### src/memTestPkg.sv
`default_nettype none

package memTestPkg;

	// ------------------------------------------------------------------------
	// sizes and fixed values
	// ------------------------------------------------------------------------
	// one sdram word
	localparam int DATA_WIDTH = 16;
	// controller user port address
	localparam int ADDRESS_WIDTH = 25;
	// words under test, one board switch each
	localparam int TEST_WORD_COUNT = 10;
	localparam int SLOT_INDEX_WIDTH = 4;
	// written word is base plus address
	localparam logic [DATA_WIDTH-1:0] DATA_BASE_VALUE = 16'd100;
	localparam int STARTUP_SETTLE_CYCLES = 10;
	localparam int READBACK_PAUSE_CYCLES = 20;
	// shared wait counter, sized by the longer wait
	localparam int WAIT_COUNT_WIDTH = $clog2(READBACK_PAUSE_CYCLES);
	// display value as a plain binary number
	localparam int DISPLAY_WIDTH = 20;
	localparam logic [DISPLAY_WIDTH-1:0] IDLE_DISPLAY_VALUE = 20'd191919;

	// ------------------------------------------------------------------------
	// states and opcodes
	// ------------------------------------------------------------------------
	typedef enum logic [3:0] {
		startupWait,
		waitControllerReady,
		settle,
		issueWrite,
		awaitWriteDone,
		readbackPause,
		issueRead,
		awaitReadDone,
		complete
	} sequencerState_t;

	// write is high, as the controller's isWriting line
	typedef enum logic {
		accessRead  = 1'b0,
		accessWrite = 1'b1
	} accessKind_t;

	// ------------------------------------------------------------------------
	// bundles
	// ------------------------------------------------------------------------
	typedef struct packed {
		logic [ADDRESS_WIDTH-1:0] address;
		logic [DATA_WIDTH-1:0] writeData;
		accessKind_t kind;
	} memRequest_t;

	typedef struct packed {
		logic valid;
		accessKind_t kind;
		logic [SLOT_INDEX_WIDTH-1:0] slotIndex;
		logic [DATA_WIDTH-1:0] data;
	} captureEvent_t;

	typedef struct packed {
		logic valid;
		logic [SLOT_INDEX_WIDTH-1:0] slotIndex;
		logic showWritten;
	} slotSelect_t;

endpackage

`default_nettype wire

### src/memTestSequencer.sv
`default_nettype none

module memTestSequencer (
	input wire logic clock143Mhz,
	input wire logic reset_n,
	// request side of the user port
	output memTestPkg::memRequest_t memRequest,
	output logic memRequestValid,
	// controller responses
	input wire logic memAccepted,
	input wire logic memBusy,
	input wire logic memReadValid,
	input wire logic [memTestPkg::DATA_WIDTH-1:0] memReadData,
	// to the result store
	output memTestPkg::captureEvent_t captureEvent,
	output logic testDone
);
	import memTestPkg::*;

	sequencerState_t state;
	// settle and pause waits share this
	logic [WAIT_COUNT_WIDTH-1:0] waitCount;
	// address of the current access
	logic [SLOT_INDEX_WIDTH-1:0] slotCount;
	logic lastSlot;
	logic readPhase;

	assign lastSlot = (slotCount == SLOT_INDEX_WIDTH'(TEST_WORD_COUNT - 1));
	assign readPhase = (state == issueRead) || (state == awaitReadDone);

	// ------------------------------------------------------------------------
	// state machine
	// ------------------------------------------------------------------------
	always_ff @(posedge clock143Mhz) begin
		if (!reset_n) begin
			state <= startupWait;
			waitCount <= '0;
			slotCount <= '0;
		end else begin
			unique case (state)
				// give the controller time to go busy
				startupWait: begin
					if (waitCount == WAIT_COUNT_WIDTH'(STARTUP_SETTLE_CYCLES - 1)) begin
						waitCount <= '0;
						state <= waitControllerReady;
					end else begin
						waitCount <= waitCount + 1'b1;
					end
				end
				// controller init still running
				waitControllerReady: begin
					if (!memBusy) begin
						state <= settle;
					end
				end
				// short pause once init is over
				settle: begin
					if (waitCount == WAIT_COUNT_WIDTH'(STARTUP_SETTLE_CYCLES - 1)) begin
						waitCount <= '0;
						slotCount <= '0;
						state <= issueWrite;
					end else begin
						waitCount <= waitCount + 1'b1;
					end
				end
				// hold the request until taken
				issueWrite: begin
					if (memAccepted) begin
						state <= awaitWriteDone;
					end
				end
				// busy low after acceptance ends the access
				awaitWriteDone: begin
					if (!memBusy) begin
						if (lastSlot) begin
							slotCount <= '0;
							state <= readbackPause;
						end else begin
							slotCount <= slotCount + 1'b1;
							state <= issueWrite;
						end
					end
				end
				// gap between the write and read loops
				readbackPause: begin
					if (waitCount == WAIT_COUNT_WIDTH'(READBACK_PAUSE_CYCLES - 1)) begin
						waitCount <= '0;
						state <= issueRead;
					end else begin
						waitCount <= waitCount + 1'b1;
					end
				end
				issueRead: begin
					if (memAccepted) begin
						state <= awaitReadDone;
					end
				end
				// read data arrives somewhere in the busy window
				awaitReadDone: begin
					if (!memBusy) begin
						if (lastSlot) begin
							state <= complete;
						end else begin
							slotCount <= slotCount + 1'b1;
							state <= issueRead;
						end
					end
				end
				// test over, stays here until reset
				complete: begin
					state <= complete;
				end
				default: begin
					state <= startupWait;
				end
			endcase
		end
	end

	// ------------------------------------------------------------------------
	// user port request and capture
	// ------------------------------------------------------------------------
	// request only depends on registered state, so it is stable in issue states
	always_comb begin
		memRequestValid = (state == issueWrite) || (state == issueRead);
		memRequest.address = ADDRESS_WIDTH'(slotCount);
		memRequest.writeData = DATA_BASE_VALUE + DATA_WIDTH'(slotCount);
		memRequest.kind = readPhase ? accessRead : accessWrite;
	end

	// write captured on acceptance, read on read-valid
	always_comb begin
		captureEvent.valid = ((state == issueWrite) && memAccepted)
			|| (memReadValid && ((state == awaitReadDone)
			|| ((state == issueRead) && memAccepted)));
		captureEvent.kind = readPhase ? accessRead : accessWrite;
		captureEvent.slotIndex = slotCount;
		captureEvent.data = readPhase ? memReadData : memRequest.writeData;
	end

	assign testDone = (state == complete);

	// ------------------------------------------------------------------------
	// checks
	// ------------------------------------------------------------------------
	// pending request keeps valid and payload until accepted
	requestHeld: assert property (@(posedge clock143Mhz) disable iff (!reset_n)
		memRequestValid && !memAccepted |=> memRequestValid && $stable(memRequest))
		else $error("request changed while waiting for acceptance");

endmodule

`default_nettype wire

### src/slotSelectDecoder.sv
`default_nettype none

module slotSelectDecoder (
	input wire logic clock143Mhz,
	input wire logic reset_n,
	// board inputs, not related to the clock
	input wire logic [memTestPkg::TEST_WORD_COUNT-1:0] switches,
	input wire logic showWrittenButton,
	output memTestPkg::slotSelect_t slotSelect
);
	import memTestPkg::*;

	// button in the top bit, switches below
	logic [TEST_WORD_COUNT:0] boardMeta;
	logic [TEST_WORD_COUNT:0] boardSync;
	logic anySwitch;
	logic [SLOT_INDEX_WIDTH-1:0] firstSwitch;

	// two-flop synchronizer
	always_ff @(posedge clock143Mhz) begin
		boardMeta <= {showWrittenButton, switches};
		boardSync <= boardMeta;
	end

	// lowest-numbered set switch wins
	// scan from the top so lower indices overwrite
	always_comb begin
		anySwitch = 1'b0;
		firstSwitch = '0;
		for (int i = TEST_WORD_COUNT - 1; i >= 0; i--) begin
			if (boardSync[i]) begin
				anySwitch = 1'b1;
				firstSwitch = SLOT_INDEX_WIDTH'(i);
			end
		end
	end

	// registered selection
	always_ff @(posedge clock143Mhz) begin
		if (!reset_n) begin
			slotSelect <= '0;
		end else begin
			slotSelect.valid <= anySwitch;
			slotSelect.slotIndex <= firstSwitch;
			// pressed means show the written word
			slotSelect.showWritten <= boardSync[TEST_WORD_COUNT];
		end
	end

	// a valid selection names one of the tested slots
	slotInRange: assert property (@(posedge clock143Mhz) disable iff (!reset_n)
		slotSelect.valid |-> slotSelect.slotIndex < SLOT_INDEX_WIDTH'(TEST_WORD_COUNT))
		else $error("selected slot out of range");

endmodule

`default_nettype wire

### src/resultStore.sv
`default_nettype none

module resultStore (
	input wire logic clock143Mhz,
	input wire logic reset_n,
	// one word per capture from the sequencer
	input wire memTestPkg::captureEvent_t captureEvent,
	input wire logic testDone,
	// display choice from the decoder
	input wire memTestPkg::slotSelect_t slotSelect,
	output logic compareError,
	output logic [memTestPkg::DISPLAY_WIDTH-1:0] displayValue
);
	import memTestPkg::*;

	// ------------------------------------------------------------------------
	// word record
	// ------------------------------------------------------------------------
	// written and read words, by slot
	logic [DATA_WIDTH-1:0] writtenWords [TEST_WORD_COUNT];
	logic [DATA_WIDTH-1:0] readWords [TEST_WORD_COUNT];

	logic readCapture;
	logic readMismatch;
	logic [DATA_WIDTH-1:0] selectedWord;

	assign readCapture = captureEvent.valid && (captureEvent.kind == accessRead);
	// read word against what went to the same slot
	assign readMismatch = captureEvent.data != writtenWords[captureEvent.slotIndex];

	// captured words land in the array for their kind
	always_ff @(posedge clock143Mhz) begin
		if (captureEvent.valid) begin
			if (captureEvent.kind == accessWrite) begin
				writtenWords[captureEvent.slotIndex] <= captureEvent.data;
			end else begin
				readWords[captureEvent.slotIndex] <= captureEvent.data;
			end
		end
	end

	// ------------------------------------------------------------------------
	// compare flag
	// ------------------------------------------------------------------------
	// sticky until reset
	always_ff @(posedge clock143Mhz) begin
		if (!reset_n) begin
			compareError <= 1'b0;
		end else if (readCapture && readMismatch) begin
			compareError <= 1'b1;
		end
	end

	// ------------------------------------------------------------------------
	// display
	// ------------------------------------------------------------------------
	// button picks written or read word
	assign selectedWord = slotSelect.showWritten ? writtenWords[slotSelect.slotIndex]
		: readWords[slotSelect.slotIndex];

	// idle value until done or with no switch set
	always_ff @(posedge clock143Mhz) begin
		if (!reset_n) begin
			displayValue <= IDLE_DISPLAY_VALUE;
		end else if (!testDone || !slotSelect.valid) begin
			displayValue <= IDLE_DISPLAY_VALUE;
		end else begin
			displayValue <= DISPLAY_WIDTH'(selectedWord);
		end
	end

	// ------------------------------------------------------------------------
	// checks
	// ------------------------------------------------------------------------
	// slot index comes from the sequencer counter
	captureInRange: assert property (@(posedge clock143Mhz) disable iff (!reset_n)
		captureEvent.valid |-> captureEvent.slotIndex < SLOT_INDEX_WIDTH'(TEST_WORD_COUNT))
		else $error("capture slot out of range");

endmodule

`default_nettype wire

### src/memTestTop.sv
`default_nettype none

module memTestTop (
	input wire logic clock143Mhz,
	input wire logic reset_n,
	// board inputs, asynchronous
	input wire logic [memTestPkg::TEST_WORD_COUNT-1:0] switches,
	input wire logic showWrittenButton,
	// sdram controller user port
	output memTestPkg::memRequest_t memRequest,
	output logic memRequestValid,
	input wire logic memAccepted,
	input wire logic memBusy,
	input wire logic memReadValid,
	input wire logic [memTestPkg::DATA_WIDTH-1:0] memReadData,
	// status and display
	output logic testDone,
	output logic compareError,
	output logic [memTestPkg::DISPLAY_WIDTH-1:0] displayValue
);
	import memTestPkg::*;

	// words seen on the user port, one cycle each
	captureEvent_t captureEvent;
	// chosen slot for the display
	slotSelect_t slotSelect;

	// ------------------------------------------------------------------------
	// memory access sequencing
	// ------------------------------------------------------------------------
	memTestSequencer sequencer_i (
		.clock143Mhz(clock143Mhz),
		.reset_n(reset_n),
		.memRequest(memRequest),
		.memRequestValid(memRequestValid),
		.memAccepted(memAccepted),
		.memBusy(memBusy),
		.memReadValid(memReadValid),
		.memReadData(memReadData),
		.captureEvent(captureEvent),
		.testDone(testDone)
	);

	// switches and button to a slot selection
	slotSelectDecoder decoder_i (
		.clock143Mhz(clock143Mhz),
		.reset_n(reset_n),
		.switches(switches),
		.showWrittenButton(showWrittenButton),
		.slotSelect(slotSelect)
	);

	// word record, compare and display
	resultStore results_i (
		.clock143Mhz(clock143Mhz),
		.reset_n(reset_n),
		.captureEvent(captureEvent),
		.testDone(testDone),
		.slotSelect(slotSelect),
		.compareError(compareError),
		.displayValue(displayValue)
	);

endmodule

`default_nettype wire

### config.mk
export PLATFORM = sky130hd
export DESIGN_NAME = memTestTop
export DESIGN_NICKNAME = d
export VERILOG_FILES = /design/src/memTestPkg.sv /design/src/memTestSequencer.sv /design/src/slotSelectDecoder.sv /design/src/resultStore.sv /design/src/memTestTop.sv
export SDC_FILE = /design/constraint.sdc
export NUM_CORES = 1
export LEC_CHECK = 0
export BUFFER_PORTS_ARGS = -buffer_cell sky130_fd_sc_hd__buf_2
export CORE_AREA = 2 2 184 186
export DETAILED_ROUTE_END_ITERATION = 7
export DIE_AREA = 0 0 186 188
export PLACE_DENSITY = 0.77
export SLEW_MARGIN = 15
export SYNTH_ARGS = -nofsm -noshare
export SYNTH_HDL_FRONTEND = slang
export SYNTH_HIERARCHICAL = 1
export SYNTH_SLANG_ARGS = --single-unit
### constraint.sdc
create_clock -name clock143Mhz -period 4.2 [get_ports clock143Mhz]
set_input_delay 0.21 -clock clock143Mhz [delete_from_list [all_inputs] [get_ports clock143Mhz]]
set_output_delay 0.21 -clock clock143Mhz [all_outputs]
set_load 0.01 [all_outputs]
**After elaboration in Yosys (flattened, before gate mapping)**

Memory sizes are Yosys's and may differ from the RTL's. A register that Yosys moved wholly into a read port is not among the register bits.
Index checks and enable logic that the tools add are counted.
Widths: inputs -> output; s select.

- Memory bits (writable): 320
- Logic and storage cells: 114
- Memories kept: 2
- Flip-flop bits (word level): 62
- Bits of input ports: 32

Memories:

| memory | words | width | read ports | clocked after Yosys merged registers in | write ports | line | text |
|---|---|---|---|---|---|---|---|
| results_i.readWords | 10 | 16 | 1 | 0 | 1 | resultStore.sv:21 | `logic [DATA_WIDTH-1:0] readWords [TEST_WORD_COUNT];` |
| results_i.writtenWords | 10 | 16 | 2 | 1 | 1 | resultStore.sv:20 | `logic [DATA_WIDTH-1:0] writtenWords [TEST_WORD_COUNT];` |

- Multiplexer cells: 50
- $add $sub $neg: 3
- Eq/ne operators: 21
- Bitwise operators: 1
- Reductions and logical operators: 23

Operators by type and width:

| operator | number |
|---|---|
| $mux 4 | 18 |
| $pmux 4 s9 | 1 |
| $mux 16 | 2 |
| $mux 18 | 1 |
| $mux 1 | 17 |
| $eq 4x3->1 const B | 4 |
| $ne 16x16->1 | 1 |
| $mux 3 | 5 |
| $ne 2x2->1 const B | 6 |
| $pmux 4 s3 | 1 |
| $mux 5 | 2 |
| $pmux 5 s2 | 1 |
| $reduce_or 9->1 | 1 |
| $add 7x4->8 const A | 1 |
| $eq 4x2->1 const B | 2 |
| $eq 4x4->1 const B | 2 |
| $reduce_and 8->1 | 1 |
| $ne 2x1->1 const B | 3 |
| $reduce_or 2->1 | 3 |
| $add 5x1->5 const B | 1 |
| $eq 5x4->1 const B | 1 |
| $eq 5x5->1 const B | 1 |
| $logic_and 1x1->1 | 5 |
| $logic_or 1x1->1 | 5 |
| other kinds (11) | 13 |

**Logic depth before layout (Yosys ltp)**

Gate-level depths: netlist of the first run.

- Word-level depth: 10
- Gate-level depth with buffers: 11
- Mapped depth without buffers: 9

**Modules after synthesis**

Netlist of the first run, hierarchy kept.

Modules (own cells, without submodules):

| module | cells an instance | instances | area each (µm²) |
|---|---|---|---|
| resultStore | 688 | 1 | 14129.8 |
| memTestSequencer | 184 | 1 | 1410.1 |
| slotSelectDecoder | 49 | 1 | 680.7 |

**Worst setup path before layout of the first run**

Ideal clock, no wire load.

- Path kind: register to register
- Start point: reg sequencer_i.state[2]
- End point: mem results_i.readWords[0][0], enable pin
- Slack: 1.200 ns
- Data arrival time: 2.591 ns
- Buffers on the path: 2
- Cell stages (with the launch flop): 9
- Required time: 3.791 ns
- Path through: dfxtp_1 buf_2 buf_2 mux2_2 nand2_1 a21oi_1 nor2b_1 nand2_1 nor3_1

RTL lines:

| element | line | text |
|---|---|---|
| from (decl) | memTestSequencer.sv:20 | `sequencerState_t state;` |
| from (signal assigned) | memTestSequencer.sv:36 | `state <= startupWait;` |
| from (signal assigned) | memTestSequencer.sv:45 | `state <= waitControllerReady;` |
| from (signal assigned) | memTestSequencer.sv:53 | `state <= settle;` |
| to (decl) | resultStore.sv:21 |  |

**Worst setup path in the final report of the first run**

- Start point: reg sequencer_i.slotCount[3]
- End point: mem results_i.writtenWords[6][0], enable pin

RTL lines:

| element | line | text |
|---|---|---|
| from (decl) | memTestSequencer.sv:24 | `logic [SLOT_INDEX_WIDTH-1:0] slotCount;` |
| from (signal assigned) | memTestSequencer.sv:79 | `slotCount <= slotCount + 1'b1;` |
| from (signal assigned) | memTestSequencer.sv:104 | `slotCount <= slotCount + 1'b1;` |
| to (decl) | resultStore.sv:20 |  |

Straight into the memory's write port.

==> results of run 1 <==
## kinds of logic after synthesis
family / share of synthesized area (%)
DFF: 66.5
muxes: 19.9
and+or+nand+nor: 5.27
buffers and inverters: 3.76
AOI/OAI and AO/OA: 2.85
xor gates and xnor gates: 1.19
adders and majority gates: 0.463
other: 0.0694
## power breakdown
| group | total (mW) | leakage [nW] | internal (mW) | switching [mW] |
|---|---|---|---|---|
| Sequential | 4.06 | 4.11 | 4.04 | 0.0224 |
| Clock | 3.39 | 0.629 | 2.00 | 1.39 |
| Combinational | 0.175 | 1.83 | 0.0815 | 0.0933 |
| Total | 7.62 | 6.58 | 6.12 | 1.51 |
## layout make-up
cell class | count | area (um^2)
Antenna cell | 1 | 2.50
Clock buffer | 53 | 1110
Clock inverter | 20 | 159
Fill cell | 2527 | 14700
Inverter | 12 | 45.0
Multi-Input combinational cell | 469 | 5000
Sequential cell | 379 | 10800
Tap cell | 448 | 561
Timing Repair Buffer | 110 | 713
## worst reg2reg max path, stage by stage, from the launching register on
cell and delay [ps]:
dfxtp_1 640, nor2b_1 880, nand3_1 360, nor2_2 980
## cells in the mapped netlist, types with 3 or more instances
library cell	number	area, um^2
buf_1	7	26.3
inv_1	11	41.3
nand3b_1	3	22.5
conb_1	3	11.3
mux2i_1	69	691
ha_1	6	75.1
o21ai_0	3	15.0
nor2_1	38	143
buf_2	19	95.1
dfxtp_1	59	1180
xor2_1	20	175
edfxtp_1	320	9610
buf_4	43	323
o21ai_1	3	15.0
nor3_1	9	45.0
nand4_1	7	43.8
or3b_2	3	26.3
a21oi_1	5	25.0
nand3_1	5	25.0
and3_1	10	62.6
nand2_1	39	146
clkbuf_1	21	78.8
nand2b_1	8	50.1
o22ai_1	17	106
nor2b_1	22	138
mux4_2	112	2520
a211oi_1	18	135
## registers in the layout (all words and copies together) (netlist names), 5 cells and up
name	count
sequencer_i/waitCount	5
decoder_i/boardSync	11
decoder_i/slotSelect	6
results_i/readWords	160
results_i/displayValue	17
decoder_i/boardMeta	11
results_i/writtenWords	160
## metal layers
layer	wire [um]	global-route usage (%)
met1	14300	30.2
met3	4200	6.56
met2	17000	32.8
met4	1050	6.69
met5	0	0
## what timing repair did
action	CTS	global route
buffers inserted	0	0
hold buffers	11	0
setup endpoints to repair	0	0
hold endpoints to repair	11	0
## worst paths after layout
check / startpoint / end / slack, ps / cells after the start
worst max-delay path: sequencer_i/slotCount[3] / results_i/writtenWords[6][0] / 930 / 3
worst min register to register: decoder_i/boardMeta[2] / decoder_i/boardSync[2] / 310 / 0
worst min-delay path: reset_n / decoder_i/slotSelect[5] / 150 / 3
worst max register to register: sequencer_i/slotCount[3] / results_i/writtenWords[6][0] / 930 / 3
## cell usage in the layout (no fill, tap or decap), drive strengths merged, types with 11 or more instances in the layout
cell type / Yosys / final
nor2b: 22 / 22
clkinv: 0 / 14
nand2: 40 / 40
clkbuf: 21 / 53
buf: 72 / 99
mux2i: 69 / 69
xor2: 20 / 20
dfxtp: 59 / 59
a211oi: 19 / 19
conb: 3 / 35
mux4: 112 / 112
o22ai: 17 / 17
inv: 12 / 15
nor2: 38 / 38
dlygate4sd3: 0 / 11
edfxtp: 320 / 320
## per-stage QoR
stage                     hold WS, ps  area (um^2)  utilization [%]  cells  setup WS [ps]
after floorplan                   238        16300                -    953           1200
after global placement            311        17000             51.4   1407           1050
after detailed placement          312        17000             51.4   1407           1000
after CTS                         127        18400             55.5   1491            959
after global routing              136        18400             55.5   1491            821
final                             146        18400             55.5   1492            926
==> qor.txt, run 1 <==
Num CTS Buffers -> 40
PD cells -> 415 mW/mm^2
Post-synthesis sequential area ratio -> 66.5%
CTS tree -> yes
Critical-path cell list -> nor2b_1, nand3_1, nor2_2
Post-synth cell types -> 59
Min-delay worst type -> in -> reg
Power Total -> 7.62 mW
Rel. slew slack -> 23.2%
I/O Pins -> 97
# resized after CTS -> 0
Final hold vios -> 0
Grt ovf -> 0
Period utilization -> 77.9%
Clk Latency, worst-skew pair -> 530 ps
Post-DR wirelength/cell -> 24.5 um
Vias -> 8834
Max cap viols -> 0
CTS clock-pin slew for the worst setup and hold paths -> 60 ps
CP required -> 4330 ps
Clock sink count -> 379
Min cycle time layout -> 3270 ps
Post-synth EDFFs -> 320
Syn. warnings -> 6
Maximum vdd ir drop -> 0.000286 V
Worst-Margin Slew -> 1150 ps
Die area -> 0.0350 mm^2
Layout Nets -> 1050
Detailed-route wire length -> 36.6 mm
Drt pass-1 iters -> 5
CP delay by family, top -> simple AND/OR/NAND/NOR gates
Post-synthesis instance total -> 921
First-pass GRT wire length -> 55.3 mm
Peak Freq -> 305 MHz
Core area -> 0.0331 mm^2
Die W -> 186 um
Status -> finished clean
Area grow syn2layout -> 13.4%
Worst path arrival time -> 3400 ps
Ys async rst share -> 0%
Leak Pwr -> 6.58 nW
Tot GR Track Use -> 21.6%
FP Rows -> 67
Port Buffers -> 61
Dpl hpwl -> 23.5 mm
# setup viols final -> 0
CP endpoint kind -> flop
#FFs+latches synth -> 379
Pins over their slew limit -> 0
Largest net degree at the start of global routing -> 63
Crit path launch type -> flop
Cell Area, Synth -> 0.0162 mm^2
Die Span Y -> 188 um
DRC -> 0
Buf+Inv Stages, Crit Path -> 0
CP max-delay cell -> nor2_2
Total Neg Setup Slack -> 0 ps
Detailed Route Iter0 Violations -> 991
Mapped Avg Cell Area -> 17.6 um^2
Final ANT Viol Nets -> 0
RePlAce Congestion -> 0.868
CP Max Fanout -> 29
Final Skew -> 24.6 ps
Share of post-route cells with drive strength above 1 -> 29.6%
Vias in the first global route -> 8839
Clock tree buffer depth -> 3
Initial antenna violation count -> 1
H-tree depth -> 2
Slowest stage delay, CP -> 980 ps
WS Path Type -> reg -> reg
Top_reg_cell synth -> edfxtp_1
Initial core utilization -> 49.0%
Unrepaired setup endpoints after global routing -> false
Vias per Instance -> 5.92
Clock root buffer -> clkbuf_16
Note: power is estimated with default switching activity, not from simulation.
==> run 2: changes to the inputs <==
clock period = 3.3 ns   (was 4.2 ns; I/O delays follow)
==> qor.txt, run 2 (synthesized netlist as in run 1, its figures left out) <==
Min-delay worst type -> in -> reg
Dpl hpwl -> 23.7 mm
Tot GR Track Use -> 21.8%
Post-DR wirelength/cell -> 24.4 um
Clock tree buffer depth -> 3
Clock root buffer -> clkbuf_16
Area grow syn2layout -> 15.3%
Rel. slew slack -> 33.8%
Final hold vios -> 0
Crit path launch type -> flop
Share of post-route cells with drive strength above 1 -> 32.2%
Initial core utilization -> 49.0%
Clk Latency, worst-skew pair -> 530 ps
Leak Pwr -> 6.77 nW
PnR worst setup slack -> 482 ps
# setup viols final -> 0
CTS tree -> yes
Die Span Y -> 188 um
Fill cell count -> 2500
Final Skew -> 16.5 ps
First-pass GRT wire length -> 56.1 mm
Slowest stage delay, CP -> 700 ps
Most frequent cells in the layout -> edfxtp_1 (320), mux4_2 (112), buf_4 (69), mux2i_1 (69), buf_2 (61)
Multi-input logic area -> 0.00500 mm^2
Unrepaired setup endpoints after global routing -> false
Peak Freq -> 355 MHz
CP required -> 3710 ps
Min cycle time layout -> 2820 ps
Detailed-route wire length -> 37.2 mm
Initial antenna violation count -> 1
CP endpoint kind -> flop
CP Max Fanout -> 19
Vias in the first global route -> 8946
Core area -> 0.0331 mm^2
FP Rows -> 67
PD cells -> 523 mW/mm^2
Number of diodes -> 0
Largest regs -> results_i/readWords: 160 flops, results_i/writtenWords: 160 flops, results_i/displayValue: 17 flops
Detailed Route Iter0 Violations -> 1057
FF+latch area -> 0.0108 mm^2
Worst R2R Setup Slack -> 480 ps
Worst-Margin Slew -> 993 ps
Port Buffers -> 61
Vias -> 9056
Vias per Instance -> 5.94
I/O Pins -> 97
CP max-delay cell -> dfxtp_2
Num CTS Buffers -> 40
H-tree depth -> 2
Period utilization -> 85.4%
WS Path Type -> reg -> reg
Post-CTS Hold Fix Bufs -> 11
Final ANT Viol Nets -> 0
RePlAce Congestion -> 0.842
Power Total -> 9.79 mW
Grt ovf -> 0
Die area -> 0.0350 mm^2
Max cap viols -> 0
Status -> finished clean
Critical-path cell list -> buf_12, buf_4, mux2i_1, nor2b_1, a211oi_1, xor2_1, nand4_1, nor4_1, o21ai_1
Most common cell after layout, fill and taps aside -> edfxtp_1
CTS clock-pin slew for the worst setup and hold paths -> 60 ps
Total Neg Setup Slack -> 0 ps
DP Worst Slack -> 526 ps
Post-CTS Repair Setup Buffers -> 0
Largest net degree at the start of global routing -> 65
Layout Nets -> 1085
# resized after CTS -> 0
Worst path arrival time -> 3230 ps
Drt pass-1 iters -> 5
Die W -> 186 um
Maximum vdd ir drop -> 0.000317 V
Clock sink count -> 379
Pins over their slew limit -> 0
DRC -> 0
## run 2: changes by cell type in the layout (fill, tap and decap cells not counted), sizes merged
| cell | delta |
|---|---|
| buf | +35 |
| inv | -3 |
| bufinv | +2 |
| clkinvlp | +5 |
| diode | -1 |
| clkbuf | -7 |
| clkinv | +1 |
## run 2: power by group
part / leakage, nW / switching, mW / internal, mW
Sequential: 4.11 / 0.0225 / 5.14
Combinational: 2.03 / 0.124 / 0.108
Clock: 0.619 / 1.79 / 2.61
## run 2: area by class of cell
type	count	share of cell area, %
Sequential cell	379	57.7
Tap cell	448	3.00
Clock inverter	25	1.26
Multi-Input combinational cell	469	26.7
Clock buffer	46	5.64
Inverter	12	0.241
Timing Repair Buffer	145	5.42
## run 2: metal layers
metal / share of wire [%] / routed length [um] / vias to the layer above / global-route usage (%)
li1: - / - / 3848 / -
met1: 40 / 15000 / 4596 / 32.3
met2: 47 / 17400 / 530 / 33.4
met3: 10 / 3760 / 80 / 3.98
met4: 2.8 / 1050 / 2 / 6.24
met5: 0.035 / 13 / - / 0
## run 2: critical path, delay by kind of cell (launching register included)
| kind | cells | cell delay, ps |
|---|---|---|
| mux | 1 | 260 |
| buf+inv | 2 | 450 |
| flops | 1 | 700 |
| xor+xnor | 1 | 230 |
| simple gates | 3 | 550 |
| compound gates | 2 | 490 |
## run 2: final timing paths
kind                                  end                startpoint  depth (start not counted)
setup / recovery   results_i/compareError  sequencer_i/slotCount[0]                          9
hold / removal    decoder_i/slotSelect[5]                   reset_n                          3
setup reg to reg   results_i/compareError  sequencer_i/slotCount[0]                          9
hold reg to reg    decoder_i/boardSync[5]    decoder_i/boardMeta[5]                          0
## run 2: stage by stage
stage | hold slack (ps) | utilization, % | cells | instance area [um^2]
after floorplan | 193 | - | 953 | 16300
after global placement | 267 | 52.3 | 1442 | 17300
after detailed placement | 269 | 52.3 | 1442 | 17300
after CTS | 65.3 | 56.5 | 1524 | 18700
after global routing | 85.7 | 56.5 | 1524 | 18700
final | 96.6 | 56.5 | 1524 | 18700
==> run 3: changes to the inputs <==
CORE_AREA = 3 3 185 187   (was 2 2 184 186)
DIE_AREA = 0 0 188 190   (was 0 0 186 188)
==> qor.txt, run 3 (synthesized netlist as in run 1, its figures left out) <==
Worst Setup SP -> sequencer_i/slotCount[0]
Unrepaired setup endpoints after global routing -> false
Slowest stage delay, CP -> 740 ps
Min-delay worst type -> in -> reg
Tot GR Track Use -> 21.3%
Die Span Y -> 190 um
Leak Pwr -> 6.75 nW
Max cap viols -> 0
CTS clock-pin slew for the worst setup and hold paths -> 60 ps
Hold path depth -> 3
Clk Latency, worst-skew pair -> 520 ps
Clock root buffer -> clkbuf_16
Drt pass-1 iters -> 5
Final hold vios -> 0
Dpl hpwl -> 23.7 mm
Most frequent cells in the layout -> edfxtp_1 (320), mux4_2 (112), mux2i_1 (69), buf_2 (61), buf_4 (60)
Num CTS Buffers -> 39
Largest net degree at the start of global routing -> 63
Crit path depth -> 8
CP Max Fanout -> 16
Final Skew -> 18.0 ps
Worst r2r dst -> results_i/compareError
Placed inst area -> 0.0173 mm^2
Critical-path cell list -> buf_12, or3b_2, o22ai_1, a211oi_1, xor2_1, nand4_1, nor4_1, o21ai_1
Post-DR wirelength/cell -> 24.8 um
PD cells -> 513 mW/mm^2
Share of post-route cells with drive strength above 1 -> 31.7%
DP Worst Slack -> 457 ps
Buf+Inv Stages, Crit Path -> 1
Clock tree buffer depth -> 3
RePlAce Congestion -> 0.874
Worst path arrival time -> 3290 ps
Core area -> 0.0326 mm^2
H-tree depth -> 2
DRC -> 0
Detailed-route wire length -> 37.5 mm
Number of diodes -> 0
Clock sink count -> 379
Final ANT Viol Nets -> 0
WS Path Type -> reg -> reg
Pins over their slew limit -> 0
Rel. slew slack -> 33.1%
CP endpoint kind -> flop
Initial antenna violation count -> 0
Vias per Instance -> 5.96
Total Neg Setup Slack -> 0 ps
Most common cell after layout, fill and taps aside -> edfxtp_1
Die area -> 0.0357 mm^2
Grt ovf -> 0
# resized after CTS -> 0
# setup viols final -> 0
Period utilization -> 87.3%
Min cycle time layout -> 2880 ps
First-pass GRT wire length -> 56.7 mm
Peak Freq -> 347 MHz
Post-CTS Repair Setup Buffers -> 0
Length in cells of the worst reg-to-reg path -> 8
I/O Pins -> 97
Die W -> 188 um
PnR worst setup slack -> 418 ps
Area grow syn2layout -> 15.2%
FP Rows -> 66
Port Buffers -> 61
Crit path to -> results_i/compareError
Worst R2R Start -> sequencer_i/slotCount[0]
Largest regs -> results_i/readWords: 160 flops, results_i/writtenWords: 160 flops, results_i/displayValue: 17 flops
Worst R2R Setup Slack -> 420 ps
CTS tree -> yes
CP required -> 3700 ps
Vias -> 9018
Crit path launch type -> flop
Post-route cell area -> 0.0187 mm^2
Vias in the first global route -> 8967
Detailed Route Iter0 Violations -> 1009
Layout Nets -> 1080
Worst-Margin Slew -> 1000 ps
Maximum vdd ir drop -> 0.000339 V
CP max-delay cell -> dfxtp_2
Initial core utilization -> 49.7%
Status -> finished clean
CP delay by family, top -> simple AND/OR/NAND/NOR gates
==> run 3: cell types whose count changed in the layout (fill, tap and decap cells not counted), moves of 2 or more <==
cell	previous run	this run
buf_4	69	60
clkbuf_8	1	6
bufinv_16	4	1
clkinv_2	8	6
clkinv_1	6	3
clkinvlp_4	6	2
clkbuf_2	0	2
clkbuf_1	4	9
buf_12	4	9
==> run 3: worst min path at each step <==
stage	from	end	slack (ps)
after CTS	reset_n	sequencer_i/state[3]	90
after floorplan	switches[0]	decoder_i/boardMeta[0]	190
after global routing	reset_n	sequencer_i/state[3]	110
after global placement	switches[5]	decoder_i/boardMeta[5]	270
final	reset_n	decoder_i/slotSelect[5]	90
after detailed placement	switches[4]	decoder_i/boardMeta[4]	270
==> run 3: area by class of cell <==
type,instances,area (um^2)
inverter,12,45.0
clock inverter,14,111
timing repair buffer,141,1050
tap,442,553
fill,2431,13900
clock buffer,57,1130
multi-input combinational,469,5000
sequential,379,10800
==> run 3: repair_timing <==
item | CTS | global route
hold endpoints to repair | 11 | 0
endpoints found under the setup margin | 0 | 0
hold buffers | 11 | 0
==> run 3: worst min-delay path, stage by stage <==
cell and delay, ps:
buf_2 240, inv_1 100, a31oi_1 50
==> run 3: where the power goes <==
part | leakage (nW) | internal [mW] | switching (mW)
clock network | 0.609 | 2.46 | 1.73
logic | 2.02 | 0.111 | 0.118
registers | 4.11 | 5.14 | 0.0301
total | 6.75 | 7.71 | 1.88
==> run 3: per-stage QoR <==
stage                     hold WS [ps]  util [%]  power, mW  cells
after CTS                         86.9      57.3       9.67   1514
after global placement             267      53.1       5.49   1432
after floorplan                    193         -       5.45    953
final                             92.5      57.3       9.59   1514
after detailed placement           270      53.1       5.49   1432
after global routing               111      57.3       9.87   1514
==> run 3: per-layer routing <==
layer	track usage [%]	wire length, um	up-vias
li1	-	-	3840
met4	7.24	1370	0
met2	32.6	17100	507
met3	4.51	3710	84
met5	0	0	-
met1	30.9	15400	4587
